--- src/gpuBackendPkg.sv ---
package gpuBackendPkg;

	// ----------------------------------------------------------------------
	// Pixel and colour widths
	// ----------------------------------------------------------------------

	// Gouraud channel may overshoot 255 so it carries one extra bit
	localparam int COLOR_IN_W = 9;
	localparam int COMP_W = 5;
	// Red in 4..0, green in 9..5, blue in 14..10, mask in 15
	localparam int PIXEL_W = 16;

	// ----------------------------------------------------------------------
	// Background block geometry
	// ----------------------------------------------------------------------

	localparam int BLOCK_PIXELS = 16;
	localparam int PAIRS_PER_BLOCK = 8;
	localparam int PAIR_ID_W = 3;
	localparam int BLOCK_W = BLOCK_PIXELS * PIXEL_W;

	// Screen coordinates
	localparam int SCR_X_W = 10;
	localparam int SCR_Y_W = 9;
	// Block address is Y followed by X bits 9..4
	localparam int BLOCK_ADR_W = SCR_Y_W + SCR_X_W - 4;

	// Semi-transparency modes
	typedef enum logic [1:0] {
		bmAvg,
		bmAdd,
		bmSub,
		bmAddQuarter
	} tBlendMode;

	// Block operation toward memory, also the incoming block flag
	typedef enum logic [1:0] {
		bcNone  = 2'b00,
		bcFirst = 2'b01,
		bcNext  = 2'b10,
		bcLast  = 2'b11
	} tBlockCode;

endpackage

--- src/bgBlockCache.sv ---
`timescale 1ns/100ps

module bgBlockCache (
	input  logic                                     clk,
	input  logic                                     i_arstN,
	input  logic                                     i_pause,
	input  logic                                     i_noBlend,
	input  logic                                     i_flushLastBlock,
	// Stage-out pair
	input  gpuBackendPkg::tBlockCode                 i_blockFlag,
	input  logic [gpuBackendPkg::SCR_X_W-1:0]        i_scrX,
	input  logic [gpuBackendPkg::SCR_Y_W-1:0]        i_scrY,
	input  logic                                     i_validL,
	input  logic                                     i_validR,
	input  logic                                     i_bgMskL,
	input  logic                                     i_bgMskR,
	// Blended pixels to store
	input  logic [gpuBackendPkg::PIXEL_W-1:0]        i_pixelL,
	input  logic [gpuBackendPkg::PIXEL_W-1:0]        i_pixelR,
	// Block management
	input  logic                                     i_resetPixelMask,
	input  logic                                     i_importBlock,
	input  logic [gpuBackendPkg::BLOCK_W-1:0]        i_importedBlock,
	// Background of the addressed pair, right in the upper half
	output logic [2*gpuBackendPkg::PIXEL_W-1:0]      o_pairBg,
	// Stencil write port
	output logic                                     o_stencilWrite,
	output logic [gpuBackendPkg::BLOCK_ADR_W-1:0]    o_stencilAdr,
	output logic [gpuBackendPkg::PAIR_ID_W-1:0]      o_stencilPair,
	output logic [1:0]                               o_stencilSelect,
	output logic [1:0]                               o_stencilValue,
	// Memory side
	output logic [gpuBackendPkg::BLOCK_ADR_W-1:0]    o_loadAdr,
	output logic [gpuBackendPkg::BLOCK_ADR_W-1:0]    o_saveAdr,
	output gpuBackendPkg::tBlockCode                 o_saveBlockCode,
	output logic                                     o_writePixelOnNewBlock,
	output logic [gpuBackendPkg::BLOCK_W-1:0]        o_exportedBlock,
	output logic [gpuBackendPkg::BLOCK_PIXELS-1:0]   o_exportedMask
);

	localparam int cPixW = gpuBackendPkg::PIXEL_W;

	logic [gpuBackendPkg::BLOCK_W-1:0]       blockQ;
	logic [gpuBackendPkg::BLOCK_PIXELS-1:0]  maskQ;
	logic [gpuBackendPkg::BLOCK_ADR_W-1:0]   lastAdrQ;

	logic [gpuBackendPkg::PAIR_ID_W-1:0]     pairId;
	logic [gpuBackendPkg::BLOCK_ADR_W-1:0]   blockAdr;
	logic                                    writeEn;
	gpuBackendPkg::tBlockCode                flagAdj;
	gpuBackendPkg::tBlockCode                blockCode;

	// ----------------------------------------------------------------------
	// Addressing
	// ----------------------------------------------------------------------

	// Pair inside the block from X bits 3..1
	assign pairId = i_scrX[3:1];
	assign blockAdr = {i_scrY, i_scrX[gpuBackendPkg::SCR_X_W-1:4]};

	// Read both halfwords of the addressed pair
	assign o_pairBg = blockQ[pairId*2*cPixW +: 2*cPixW];

	// Textures are gone so only validity and pause gate a write
	assign writeEn = !i_pause && (i_validL || i_validR);

	// ----------------------------------------------------------------------
	// Block, mask and last write address
	// ----------------------------------------------------------------------
	always_ff @(posedge clk or negedge i_arstN) begin
		if (!i_arstN) begin
			blockQ   <= '0;
			maskQ    <= '0;
			lastAdrQ <= '0;
		end else if (writeEn) begin
			lastAdrQ <= blockAdr;
			if (i_validL) begin
				blockQ[pairId*2*cPixW +: cPixW] <= i_pixelL;
				maskQ[pairId*2] <= 1'b1;
			end
			if (i_validR) begin
				blockQ[(pairId*2+1)*cPixW +: cPixW] <= i_pixelR;
				maskQ[pairId*2+1] <= 1'b1;
			end
		end else if (!i_pause) begin
			// Import and mask clear only on an unpaused edge with no write
			if (i_importBlock) begin
				blockQ <= i_importedBlock;
			end
			if (i_resetPixelMask) begin
				maskQ <= '0;
			end
		end
	end

	// Stencil port mirrors the write
	assign o_stencilWrite = writeEn;
	assign o_stencilAdr = blockAdr;
	assign o_stencilPair = pairId;
	assign o_stencilSelect = {i_validR, i_validL};
	assign o_stencilValue = {i_bgMskR & i_validR, i_bgMskL & i_validL};

	// ----------------------------------------------------------------------
	// Block operation code
	// ----------------------------------------------------------------------

	// No background load for a first block without blending
	// Flush still forces the last block code
	always_comb begin
		if (i_blockFlag == gpuBackendPkg::bcFirst && i_noBlend) begin
			flagAdj = gpuBackendPkg::bcNone;
		end else begin
			flagAdj = i_blockFlag;
		end
		blockCode = gpuBackendPkg::tBlockCode'(flagAdj | {2{i_flushLastBlock}});
	end

	assign o_saveBlockCode = blockCode;
	assign o_writePixelOnNewBlock = (blockCode != gpuBackendPkg::bcNone);
	assign o_loadAdr = blockAdr;
	assign o_saveAdr = lastAdrQ;
	assign o_exportedBlock = blockQ;
	assign o_exportedMask = maskQ;

endmodule

--- src/blendUnit.sv ---
`timescale 1ns/100ps

module blendUnit (
	input  gpuBackendPkg::tBlendMode                i_blendMode,
	input  logic                                    i_noBlend,
	// Gouraud colour, may overshoot 255
	input  logic [gpuBackendPkg::COLOR_IN_W-1:0]    i_r,
	input  logic [gpuBackendPkg::COLOR_IN_W-1:0]    i_g,
	input  logic [gpuBackendPkg::COLOR_IN_W-1:0]    i_b,
	input  logic                                    i_bgMsk,
	// Background pixel from the block cache
	input  logic [gpuBackendPkg::PIXEL_W-1:0]       i_bgPixel,
	output logic [gpuBackendPkg::PIXEL_W-1:0]       o_pixel
);

	localparam int cInW = gpuBackendPkg::COLOR_IN_W;
	localparam int cCompW = gpuBackendPkg::COMP_W;

	logic [cCompW-1:0] rOut;
	logic [cCompW-1:0] gOut;
	logic [cCompW-1:0] bOut;

	// ----------------------------------------------------------------------
	// One channel: saturate, convert, then blend with background
	// ----------------------------------------------------------------------
	function automatic logic [cCompW-1:0] blendComp(
		input logic [cInW-1:0]           fIn,
		input logic [cCompW-1:0]         bg,
		input gpuBackendPkg::tBlendMode  mode,
		input logic                      noBlend
	);
		logic [cCompW-1:0] fg;
		logic [cCompW:0]   sum;
		logic [cCompW:0]   diff;
		logic [cCompW-1:0] res;

		// Overshoot clamps to 255, then the top five bits remain
		fg = fIn[cInW-1] ? {cCompW{1'b1}} : fIn[cInW-2 -: cCompW];
		sum = '0;
		diff = '0;
		case (mode)
			gpuBackendPkg::bmAvg: begin
				sum = {1'b0, bg} + {1'b0, fg};
				res = sum[cCompW:1];
			end
			gpuBackendPkg::bmAdd: begin
				sum = {1'b0, bg} + {1'b0, fg};
				res = sum[cCompW] ? {cCompW{1'b1}} : sum[cCompW-1:0];
			end
			gpuBackendPkg::bmSub: begin
				// Borrow out means the result went below zero
				diff = {1'b0, bg} - {1'b0, fg};
				res = diff[cCompW] ? '0 : diff[cCompW-1:0];
			end
			default: begin
				// Add a quarter of the foreground
				sum = {1'b0, bg} + {3'b000, fg[cCompW-1:2]};
				res = sum[cCompW] ? {cCompW{1'b1}} : sum[cCompW-1:0];
			end
		endcase
		return noBlend ? fg : res;
	endfunction

	assign rOut = blendComp(i_r, i_bgPixel[4:0], i_blendMode, i_noBlend);
	assign gOut = blendComp(i_g, i_bgPixel[9:5], i_blendMode, i_noBlend);
	assign bOut = blendComp(i_b, i_bgPixel[14:10], i_blendMode, i_noBlend);

	// Mask bit comes from the incoming pixel
	assign o_pixel = {i_bgMsk, bOut, gOut, rOut};

endmodule

--- src/gpuBackend.sv ---
`timescale 1ns/100ps

module gpuBackend #(
	parameter int pPipeStages = 2
) (
	input  logic                                     clk,
	input  logic                                     i_arstN,
	// Setup
	input  gpuBackendPkg::tBlendMode                 i_blendMode,
	input  logic                                     i_noBlend,
	input  logic                                     i_pause,
	// Pixel pair
	input  gpuBackendPkg::tBlockCode                 i_blockFlag,
	input  logic [gpuBackendPkg::SCR_X_W-1:0]        i_scrX,
	input  logic [gpuBackendPkg::SCR_Y_W-1:0]        i_scrY,
	input  logic [gpuBackendPkg::COLOR_IN_W-1:0]     i_rL,
	input  logic [gpuBackendPkg::COLOR_IN_W-1:0]     i_gL,
	input  logic [gpuBackendPkg::COLOR_IN_W-1:0]     i_bL,
	input  logic [gpuBackendPkg::COLOR_IN_W-1:0]     i_rR,
	input  logic [gpuBackendPkg::COLOR_IN_W-1:0]     i_gR,
	input  logic [gpuBackendPkg::COLOR_IN_W-1:0]     i_bR,
	input  logic                                     i_validL,
	input  logic                                     i_validR,
	input  logic                                     i_bgMskL,
	input  logic                                     i_bgMskR,
	// Block control
	input  logic                                     i_flushLastBlock,
	input  logic                                     i_resetPixelMask,
	input  logic                                     i_importBlock,
	input  logic [gpuBackendPkg::BLOCK_W-1:0]        i_importedBlock,
	output logic                                     o_pixelInFlight,
	output logic                                     o_writePixelOnNewBlock,
	output gpuBackendPkg::tBlockCode                 o_saveBlockCode,
	output logic [gpuBackendPkg::BLOCK_ADR_W-1:0]    o_loadAdr,
	output logic [gpuBackendPkg::BLOCK_ADR_W-1:0]    o_saveAdr,
	// Stencil write port
	output logic                                     o_stencilWrite,
	output logic [gpuBackendPkg::BLOCK_ADR_W-1:0]    o_stencilAdr,
	output logic [gpuBackendPkg::PAIR_ID_W-1:0]      o_stencilPair,
	output logic [1:0]                               o_stencilSelect,
	output logic [1:0]                               o_stencilValue,
	output logic [gpuBackendPkg::BLOCK_W-1:0]        o_exportedBlock,
	output logic [gpuBackendPkg::BLOCK_PIXELS-1:0]   o_exportedMask
);

	localparam int cPixW = gpuBackendPkg::PIXEL_W;
	localparam int cColW = gpuBackendPkg::COLOR_IN_W;

	// Stage-out pair
	gpuBackendPkg::tBlockCode               soFlag;
	logic [gpuBackendPkg::SCR_X_W-1:0]      soScrX;
	logic [gpuBackendPkg::SCR_Y_W-1:0]      soScrY;
	logic [cColW-1:0]                       soRL, soGL, soBL;
	logic [cColW-1:0]                       soRR, soGR, soBR;
	logic                                   soValidL, soValidR;
	logic                                   soMskL, soMskR;

	// Background pair and blended results
	logic [2*cPixW-1:0]                     pairBg;
	logic [cPixW-1:0]                       bgL, bgR;
	logic [cPixW-1:0]                       pixelL, pixelR;

	assign bgL = pairBg[cPixW-1:0];
	assign bgR = pairBg[2*cPixW-1:cPixW];

	pixelPipe #(.pPipeStages(pPipeStages)) u_pipe (
		.clk(clk), .i_arstN(i_arstN), .i_pause(i_pause),
		.i_blockFlag(i_blockFlag), .i_scrX(i_scrX), .i_scrY(i_scrY),
		.i_rL(i_rL), .i_gL(i_gL), .i_bL(i_bL), .i_rR(i_rR), .i_gR(i_gR), .i_bR(i_bR),
		.i_validL(i_validL), .i_validR(i_validR), .i_bgMskL(i_bgMskL), .i_bgMskR(i_bgMskR),
		.o_pixelInFlight(o_pixelInFlight), .o_blockFlag(soFlag),
		.o_scrX(soScrX), .o_scrY(soScrY),
		.o_rL(soRL), .o_gL(soGL), .o_bL(soBL), .o_rR(soRR), .o_gR(soGR), .o_bR(soBR),
		.o_validL(soValidL), .o_validR(soValidR), .o_bgMskL(soMskL), .o_bgMskR(soMskR)
	);

	// Even X pixel
	blendUnit u_blendL (
		.i_blendMode(i_blendMode), .i_noBlend(i_noBlend),
		.i_r(soRL), .i_g(soGL), .i_b(soBL), .i_bgMsk(soMskL),
		.i_bgPixel(bgL), .o_pixel(pixelL)
	);

	// Odd X pixel
	blendUnit u_blendR (
		.i_blendMode(i_blendMode), .i_noBlend(i_noBlend),
		.i_r(soRR), .i_g(soGR), .i_b(soBR), .i_bgMsk(soMskR),
		.i_bgPixel(bgR), .o_pixel(pixelR)
	);

	bgBlockCache u_cache (
		.clk(clk), .i_arstN(i_arstN), .i_pause(i_pause), .i_noBlend(i_noBlend),
		.i_flushLastBlock(i_flushLastBlock), .i_blockFlag(soFlag),
		.i_scrX(soScrX), .i_scrY(soScrY), .i_validL(soValidL), .i_validR(soValidR),
		.i_bgMskL(soMskL), .i_bgMskR(soMskR), .i_pixelL(pixelL), .i_pixelR(pixelR),
		.i_resetPixelMask(i_resetPixelMask), .i_importBlock(i_importBlock),
		.i_importedBlock(i_importedBlock), .o_pairBg(pairBg),
		.o_stencilWrite(o_stencilWrite), .o_stencilAdr(o_stencilAdr),
		.o_stencilPair(o_stencilPair), .o_stencilSelect(o_stencilSelect),
		.o_stencilValue(o_stencilValue), .o_loadAdr(o_loadAdr), .o_saveAdr(o_saveAdr),
		.o_saveBlockCode(o_saveBlockCode), .o_writePixelOnNewBlock(o_writePixelOnNewBlock),
		.o_exportedBlock(o_exportedBlock), .o_exportedMask(o_exportedMask)
	);

endmodule

--- src/pixelPipe.sv ---
`timescale 1ns/100ps

module pixelPipe #(
	parameter int pPipeStages = 2
) (
	input  logic                                   clk,
	input  logic                                   i_arstN,
	input  logic                                   i_pause,
	// Pair entering stage 0
	input  gpuBackendPkg::tBlockCode               i_blockFlag,
	input  logic [gpuBackendPkg::SCR_X_W-1:0]      i_scrX,
	input  logic [gpuBackendPkg::SCR_Y_W-1:0]      i_scrY,
	input  logic [gpuBackendPkg::COLOR_IN_W-1:0]   i_rL,
	input  logic [gpuBackendPkg::COLOR_IN_W-1:0]   i_gL,
	input  logic [gpuBackendPkg::COLOR_IN_W-1:0]   i_bL,
	input  logic [gpuBackendPkg::COLOR_IN_W-1:0]   i_rR,
	input  logic [gpuBackendPkg::COLOR_IN_W-1:0]   i_gR,
	input  logic [gpuBackendPkg::COLOR_IN_W-1:0]   i_bR,
	input  logic                                   i_validL,
	input  logic                                   i_validR,
	input  logic                                   i_bgMskL,
	input  logic                                   i_bgMskR,
	// Stage-out pair
	output logic                                   o_pixelInFlight,
	output gpuBackendPkg::tBlockCode               o_blockFlag,
	output logic [gpuBackendPkg::SCR_X_W-1:0]      o_scrX,
	output logic [gpuBackendPkg::SCR_Y_W-1:0]      o_scrY,
	output logic [gpuBackendPkg::COLOR_IN_W-1:0]   o_rL,
	output logic [gpuBackendPkg::COLOR_IN_W-1:0]   o_gL,
	output logic [gpuBackendPkg::COLOR_IN_W-1:0]   o_bL,
	output logic [gpuBackendPkg::COLOR_IN_W-1:0]   o_rR,
	output logic [gpuBackendPkg::COLOR_IN_W-1:0]   o_gR,
	output logic [gpuBackendPkg::COLOR_IN_W-1:0]   o_bR,
	output logic                                   o_validL,
	output logic                                   o_validR,
	output logic                                   o_bgMskL,
	output logic                                   o_bgMskR
);

	localparam int cLast = pPipeStages - 1;

	// One entry per stage, index 0 is closest to the input
	gpuBackendPkg::tBlockCode                  flagQ  [pPipeStages];
	logic                                      validLQ[pPipeStages];
	logic                                      validRQ[pPipeStages];
	logic [gpuBackendPkg::SCR_X_W-1:0]         scrXQ  [pPipeStages];
	logic [gpuBackendPkg::SCR_Y_W-1:0]         scrYQ  [pPipeStages];
	// Colour triplets packed as {r, g, b}
	logic [3*gpuBackendPkg::COLOR_IN_W-1:0]    rgbLQ  [pPipeStages];
	logic [3*gpuBackendPkg::COLOR_IN_W-1:0]    rgbRQ  [pPipeStages];
	logic                                      mskLQ  [pPipeStages];
	logic                                      mskRQ  [pPipeStages];

	// ----------------------------------------------------------------------
	// Control chain with reset
	// ----------------------------------------------------------------------
	always_ff @(posedge clk or negedge i_arstN) begin
		if (!i_arstN) begin
			for (int s = 0; s < pPipeStages; s++) begin
				flagQ[s]   <= gpuBackendPkg::bcNone;
				validLQ[s] <= 1'b0;
				validRQ[s] <= 1'b0;
			end
		end else if (!i_pause) begin
			flagQ[0]   <= i_blockFlag;
			validLQ[0] <= i_validL;
			validRQ[0] <= i_validR;
			for (int s = 1; s < pPipeStages; s++) begin
				flagQ[s]   <= flagQ[s-1];
				validLQ[s] <= validLQ[s-1];
				validRQ[s] <= validRQ[s-1];
			end
		end
	end

	// Payload chain, only moves when unpaused
	always_ff @(posedge clk) begin
		if (!i_pause) begin
			// Right X is implied by the pair so only the even X is kept
			scrXQ[0] <= {i_scrX[gpuBackendPkg::SCR_X_W-1:1], 1'b0};
			scrYQ[0] <= i_scrY;
			rgbLQ[0] <= {i_rL, i_gL, i_bL};
			rgbRQ[0] <= {i_rR, i_gR, i_bR};
			mskLQ[0] <= i_bgMskL;
			mskRQ[0] <= i_bgMskR;
			for (int s = 1; s < pPipeStages; s++) begin
				scrXQ[s] <= scrXQ[s-1];
				scrYQ[s] <= scrYQ[s-1];
				rgbLQ[s] <= rgbLQ[s-1];
				rgbRQ[s] <= rgbRQ[s-1];
				mskLQ[s] <= mskLQ[s-1];
				mskRQ[s] <= mskRQ[s-1];
			end
		end
	end

	// Any valid pixel in any stage
	always_comb begin
		o_pixelInFlight = 1'b0;
		for (int s = 0; s < pPipeStages; s++) begin
			o_pixelInFlight = o_pixelInFlight | validLQ[s] | validRQ[s];
		end
	end

	assign o_blockFlag = flagQ[cLast];
	assign o_validL = validLQ[cLast];
	assign o_validR = validRQ[cLast];
	assign o_scrX = scrXQ[cLast];
	assign o_scrY = scrYQ[cLast];
	assign {o_rL, o_gL, o_bL} = rgbLQ[cLast];
	assign {o_rR, o_gR, o_bR} = rgbRQ[cLast];
	assign o_bgMskL = mskLQ[cLast];
	assign o_bgMskR = mskRQ[cLast];

endmodule
--- config.mk ---
export PLATFORM = sky130hd
export DESIGN_NAME = gpuBackend
export DESIGN_NICKNAME = d
export VERILOG_FILES = /design/src/gpuBackendPkg.sv /design/src/bgBlockCache.sv /design/src/blendUnit.sv /design/src/gpuBackend.sv /design/src/pixelPipe.sv
export SDC_FILE = /design/constraint.sdc
export NUM_CORES = 1
export LEC_CHECK = 0
export ABC_AREA = 0
export BUFFER_PORTS_ARGS = -buffer_cell sky130_fd_sc_hd__clkbuf_2
export CELL_PAD_IN_SITES_DETAIL_PLACEMENT = 1
export CELL_PAD_IN_SITES_GLOBAL_PLACEMENT = 1
export CORE_AREA = 2 2 262 264
export CTS_BUF_LIST = sky130_fd_sc_hd__clkbuf_16
export DETAILED_ROUTE_END_ITERATION = 7
export DIE_AREA = 0 0 264 266
export PLACE_DENSITY_LB_ADDON = 0.1
export SKIP_LAST_GASP = 1
export SYNTH_ARGS = -nofsm -noshare
export SYNTH_HDL_FRONTEND = slang
export SYNTH_SLANG_ARGS = --single-unit
--- constraint.sdc ---
create_clock -name clk -period 5.3 [get_ports clk]
set_input_delay 0 -clock clk [delete_from_list [all_inputs] [get_ports clk]]
set_output_delay 0 -clock clk [all_outputs]
set_load 0.01 [all_outputs]
==> results.ini <==
[status]
status=complete, but fails checks
violations=design-rule violations

[place]
gp_congestion=0.9275
io_buffers=653
place_hpwl_mm=94.03

[critical_path]
cp.required_ns=5.82
start_kind=flop
end_kind=flop
crit_fanout=40
worst_ep_arrival_time_ns=5.44
crit_chain=buf_4 -> nor2_2 -> buf_4 -> a22oi_1 -> nor2_1 -> a211oi_1 -> buf_4 -> inv_1 -> ha_1 -> fa_1 -> and3_1 -> o21a_1 -> o311ai_0 -> a32o_1 -> a211oi_1 -> a211oi_1
critPathMaxStageDelay_ns=0.50
path_class=reg2reg
critPathSlowestCell=buf_4

[clock_tree]
postCtsResizedCells=0
path_clk_slew_ns=0.06
clkSinkCount=407
cts_max_path_buffers=3
cts-root-buf=clkbuf_16
postCtsSetupBuffers=0
cts_buffers=48
clkLatencyLatePin_ns=0.62
postCtsHoldBufs=320
cts_tree=built
htree_levels=2

[finish]
nNetsFinal=3878
drive_above_1_share_pct=26.49
syn2layout_area_growth_pct=37.05

[pwr]
cellPowerDensity_mw_per_mm2=434.4
p_leak_nw=14.88
peakVddDrop_uv=272.1
p_total_mw=14.18

[global_route]
grt_max_degree=194
grt_usage_pct=36.54
grt_pass1_wl_mm=189.4
grt_overflow=0
grt_pass1_vias=27630
antenna_found_initial=4

[route]
routed-via-count=26310
drc=1
route.antenna.remaining_nets=0
drt_wl_total_mm=132.2
post_drt_wl_per_cell_um=30.35
drt-initial-drc-count=2887
viasPerCell=6.039
drt_first_pass_iters=8

[synth]
synth_common_cells=nor2_1, dfrtp_1, a21oi_1
yosys.cell_types.count=93
synth_top_flop_cell=dfrtp_1
synthCells=2533
yosysSeqAreaShare_pct=45.12
synth_top_cells_by_area=dfrtp_1, edfxtp_1, a21oi_1
synth-seq-cells=407
synth_edf_count=112
synth_area_sq_mm=0.02381
yosysTopAreaCell=dfrtp_1
yosysWarnings=0
synth_most_common_cell=nor2_1
syn_avg_cell_area_sq_um=9.402
ys_async_sr_fraction_pct=72.48
netlist.area_leader.share_pct=31.00
synthesis.nets=2979

[timing]
worstMarginPinSlew_ns=1.253
setup_viol=0
final.setup.tns_ns=0
clock_skew_ns=0.03323
post-route-period-util_pct=92.90
slew_viol_final=0
max_slew_margin_pct=16.48
finalCriticalPeriod_ns=4.924
hold_viol_final=0
fmaxAchievable_mhz=203.1
rsz0062_at_grt=no

[floorplanning]
die_x_um=264
coreArea_sq_mm=0.06775
initial_core_util_pct=35.15
die_y_um=266
rows=96
pin_count=673
die_area_sq_mm=0.07022

[hold_path]
hold_class=in2async

[job]
max_cap_violations=0

-- critical path, delay by kind of cell (launching register included) --
family,cells,cell delay [ns]
AOI/OAI and AO/OA,7,2.10
buffers and inverters,4,1.08
adders and majority gates,2,0.67
and+or+nand+nor,3,0.55
DFF,1,0.42
-- cell type report --
class	count	area, sq um
fillers	7834	35110
multi-input cells	1841	11840
flip-flops and latches	407	10750
repair buffers	1057	7162
clock buffers	49	1226
well taps	882	1104
inverters	77	294.0
clock inverters	38	249.0
diodes	5	12.51
-- cell usage in the layout, fill, tap and decap left out, drive strengths merged, types with 25 or more instances in the layout --
cell	count
a21oi	289
a221oi	29
a22oi	25
and3	53
buf	85
clkbuf	701
dfrtp	295
dlygate4sd3	320
edfxtp	112
ha	84
inv	96
mux2	31
mux2i	40
nand2	206
nand3	37
nor2	320
o21ai	129
o22ai	150
or2	39
-- routing by layer --
metal / up-vias / wire length, um / GRT usage, %
met2: 1547 / 62560 / 60.98
met1: 13220 / 49630 / 43.23
met4: 2 / 9109 / 22.50
met3: 437 / 10900 / 7.680
met5: - / 13 / 0
li1: 11100 / - / -
-- sequential cells by signal, indices dropped and copies added (netlist names), 15 cells and up --
signal and cells:
u_pipe.scrYQ 18, u_pipe.rgbLQ 36, u_cache.o_exportedBlock 256, u_cache.o_exportedMask 16
u_cache.o_saveAdr 15, u_pipe.rgbRQ 36, u_pipe.scrXQ 18
-- stage by stage --
step	util, %	setup slack, ns	cells	instance area (sq um)	hold WS [ns]
floorplan	-	0.4552	2533	23810	-0.2956
global placement	41.25	0.5530	3944	27950	0.1132
detailed placement	41.25	0.4722	3944	27950	0.1193
CTS	48.16	0.4416	4351	32620	0.07578
global route	48.16	0.1260	4353	32630	0.1053
finish	48.18	0.3763	4356	32640	0.04099
-- where the power goes --
group          switching, mW  total, mW  internal [mW]
combinational           3.66       5.96           2.30
clock                   1.44       3.25           1.81
sequential             0.924       4.97           4.05
total                   6.02       14.2           8.16
-- path summary, 6_finish.rpt --
kind | start | endpoint | slack, ns | depth (start not counted)
setup / recovery | u_pipe.scrXQ[0][13]$_DFFE_PN_ | u_cache.o_exportedBlock[36]$_DFFE_PN0P_ | 0.38 | 16
hold / removal | i_arstN | u_cache.o_exportedBlock[72]$_DFFE_PN0P_ | 0.04 | 2
setup reg to reg | u_pipe.scrXQ[0][13]$_DFFE_PN_ | u_cache.o_exportedBlock[36]$_DFFE_PN0P_ | 0.38 | 16
hold reg to reg | u_pipe.rgbLQ[0][26]$_DFFE_PN_ | u_pipe.rgbLQ[0][53]$_DFFE_PN_ | 0.41 | 0
max in group asynchronous | i_arstN | u_cache.o_exportedBlock[93]$_DFFE_PN0P_ | 3.78 | 3
min in group clk | i_importBlock | u_cache.o_exportedBlock[15]$_DFFE_PN0P_ | 0.07 | 5
-- cells by family (layout without fill, tap and decap cells) --
kind of cell / count (synthesis) / count (layout) / share of synthesized area, %
compound gates: 871 / 871 / 23.81
simple gates: 756 / 756 / 14.20
flops: 407 / 407 / 45.12
buf+inv: 285 / 1221 / 5.343
fa+ha+maj: 102 / 102 / 5.927
mux: 87 / 87 / 4.676
xor+xnor: 25 / 25 / 0.9195
other cells: 0 / 5 / 0
(Power assumes the default switching activity.)
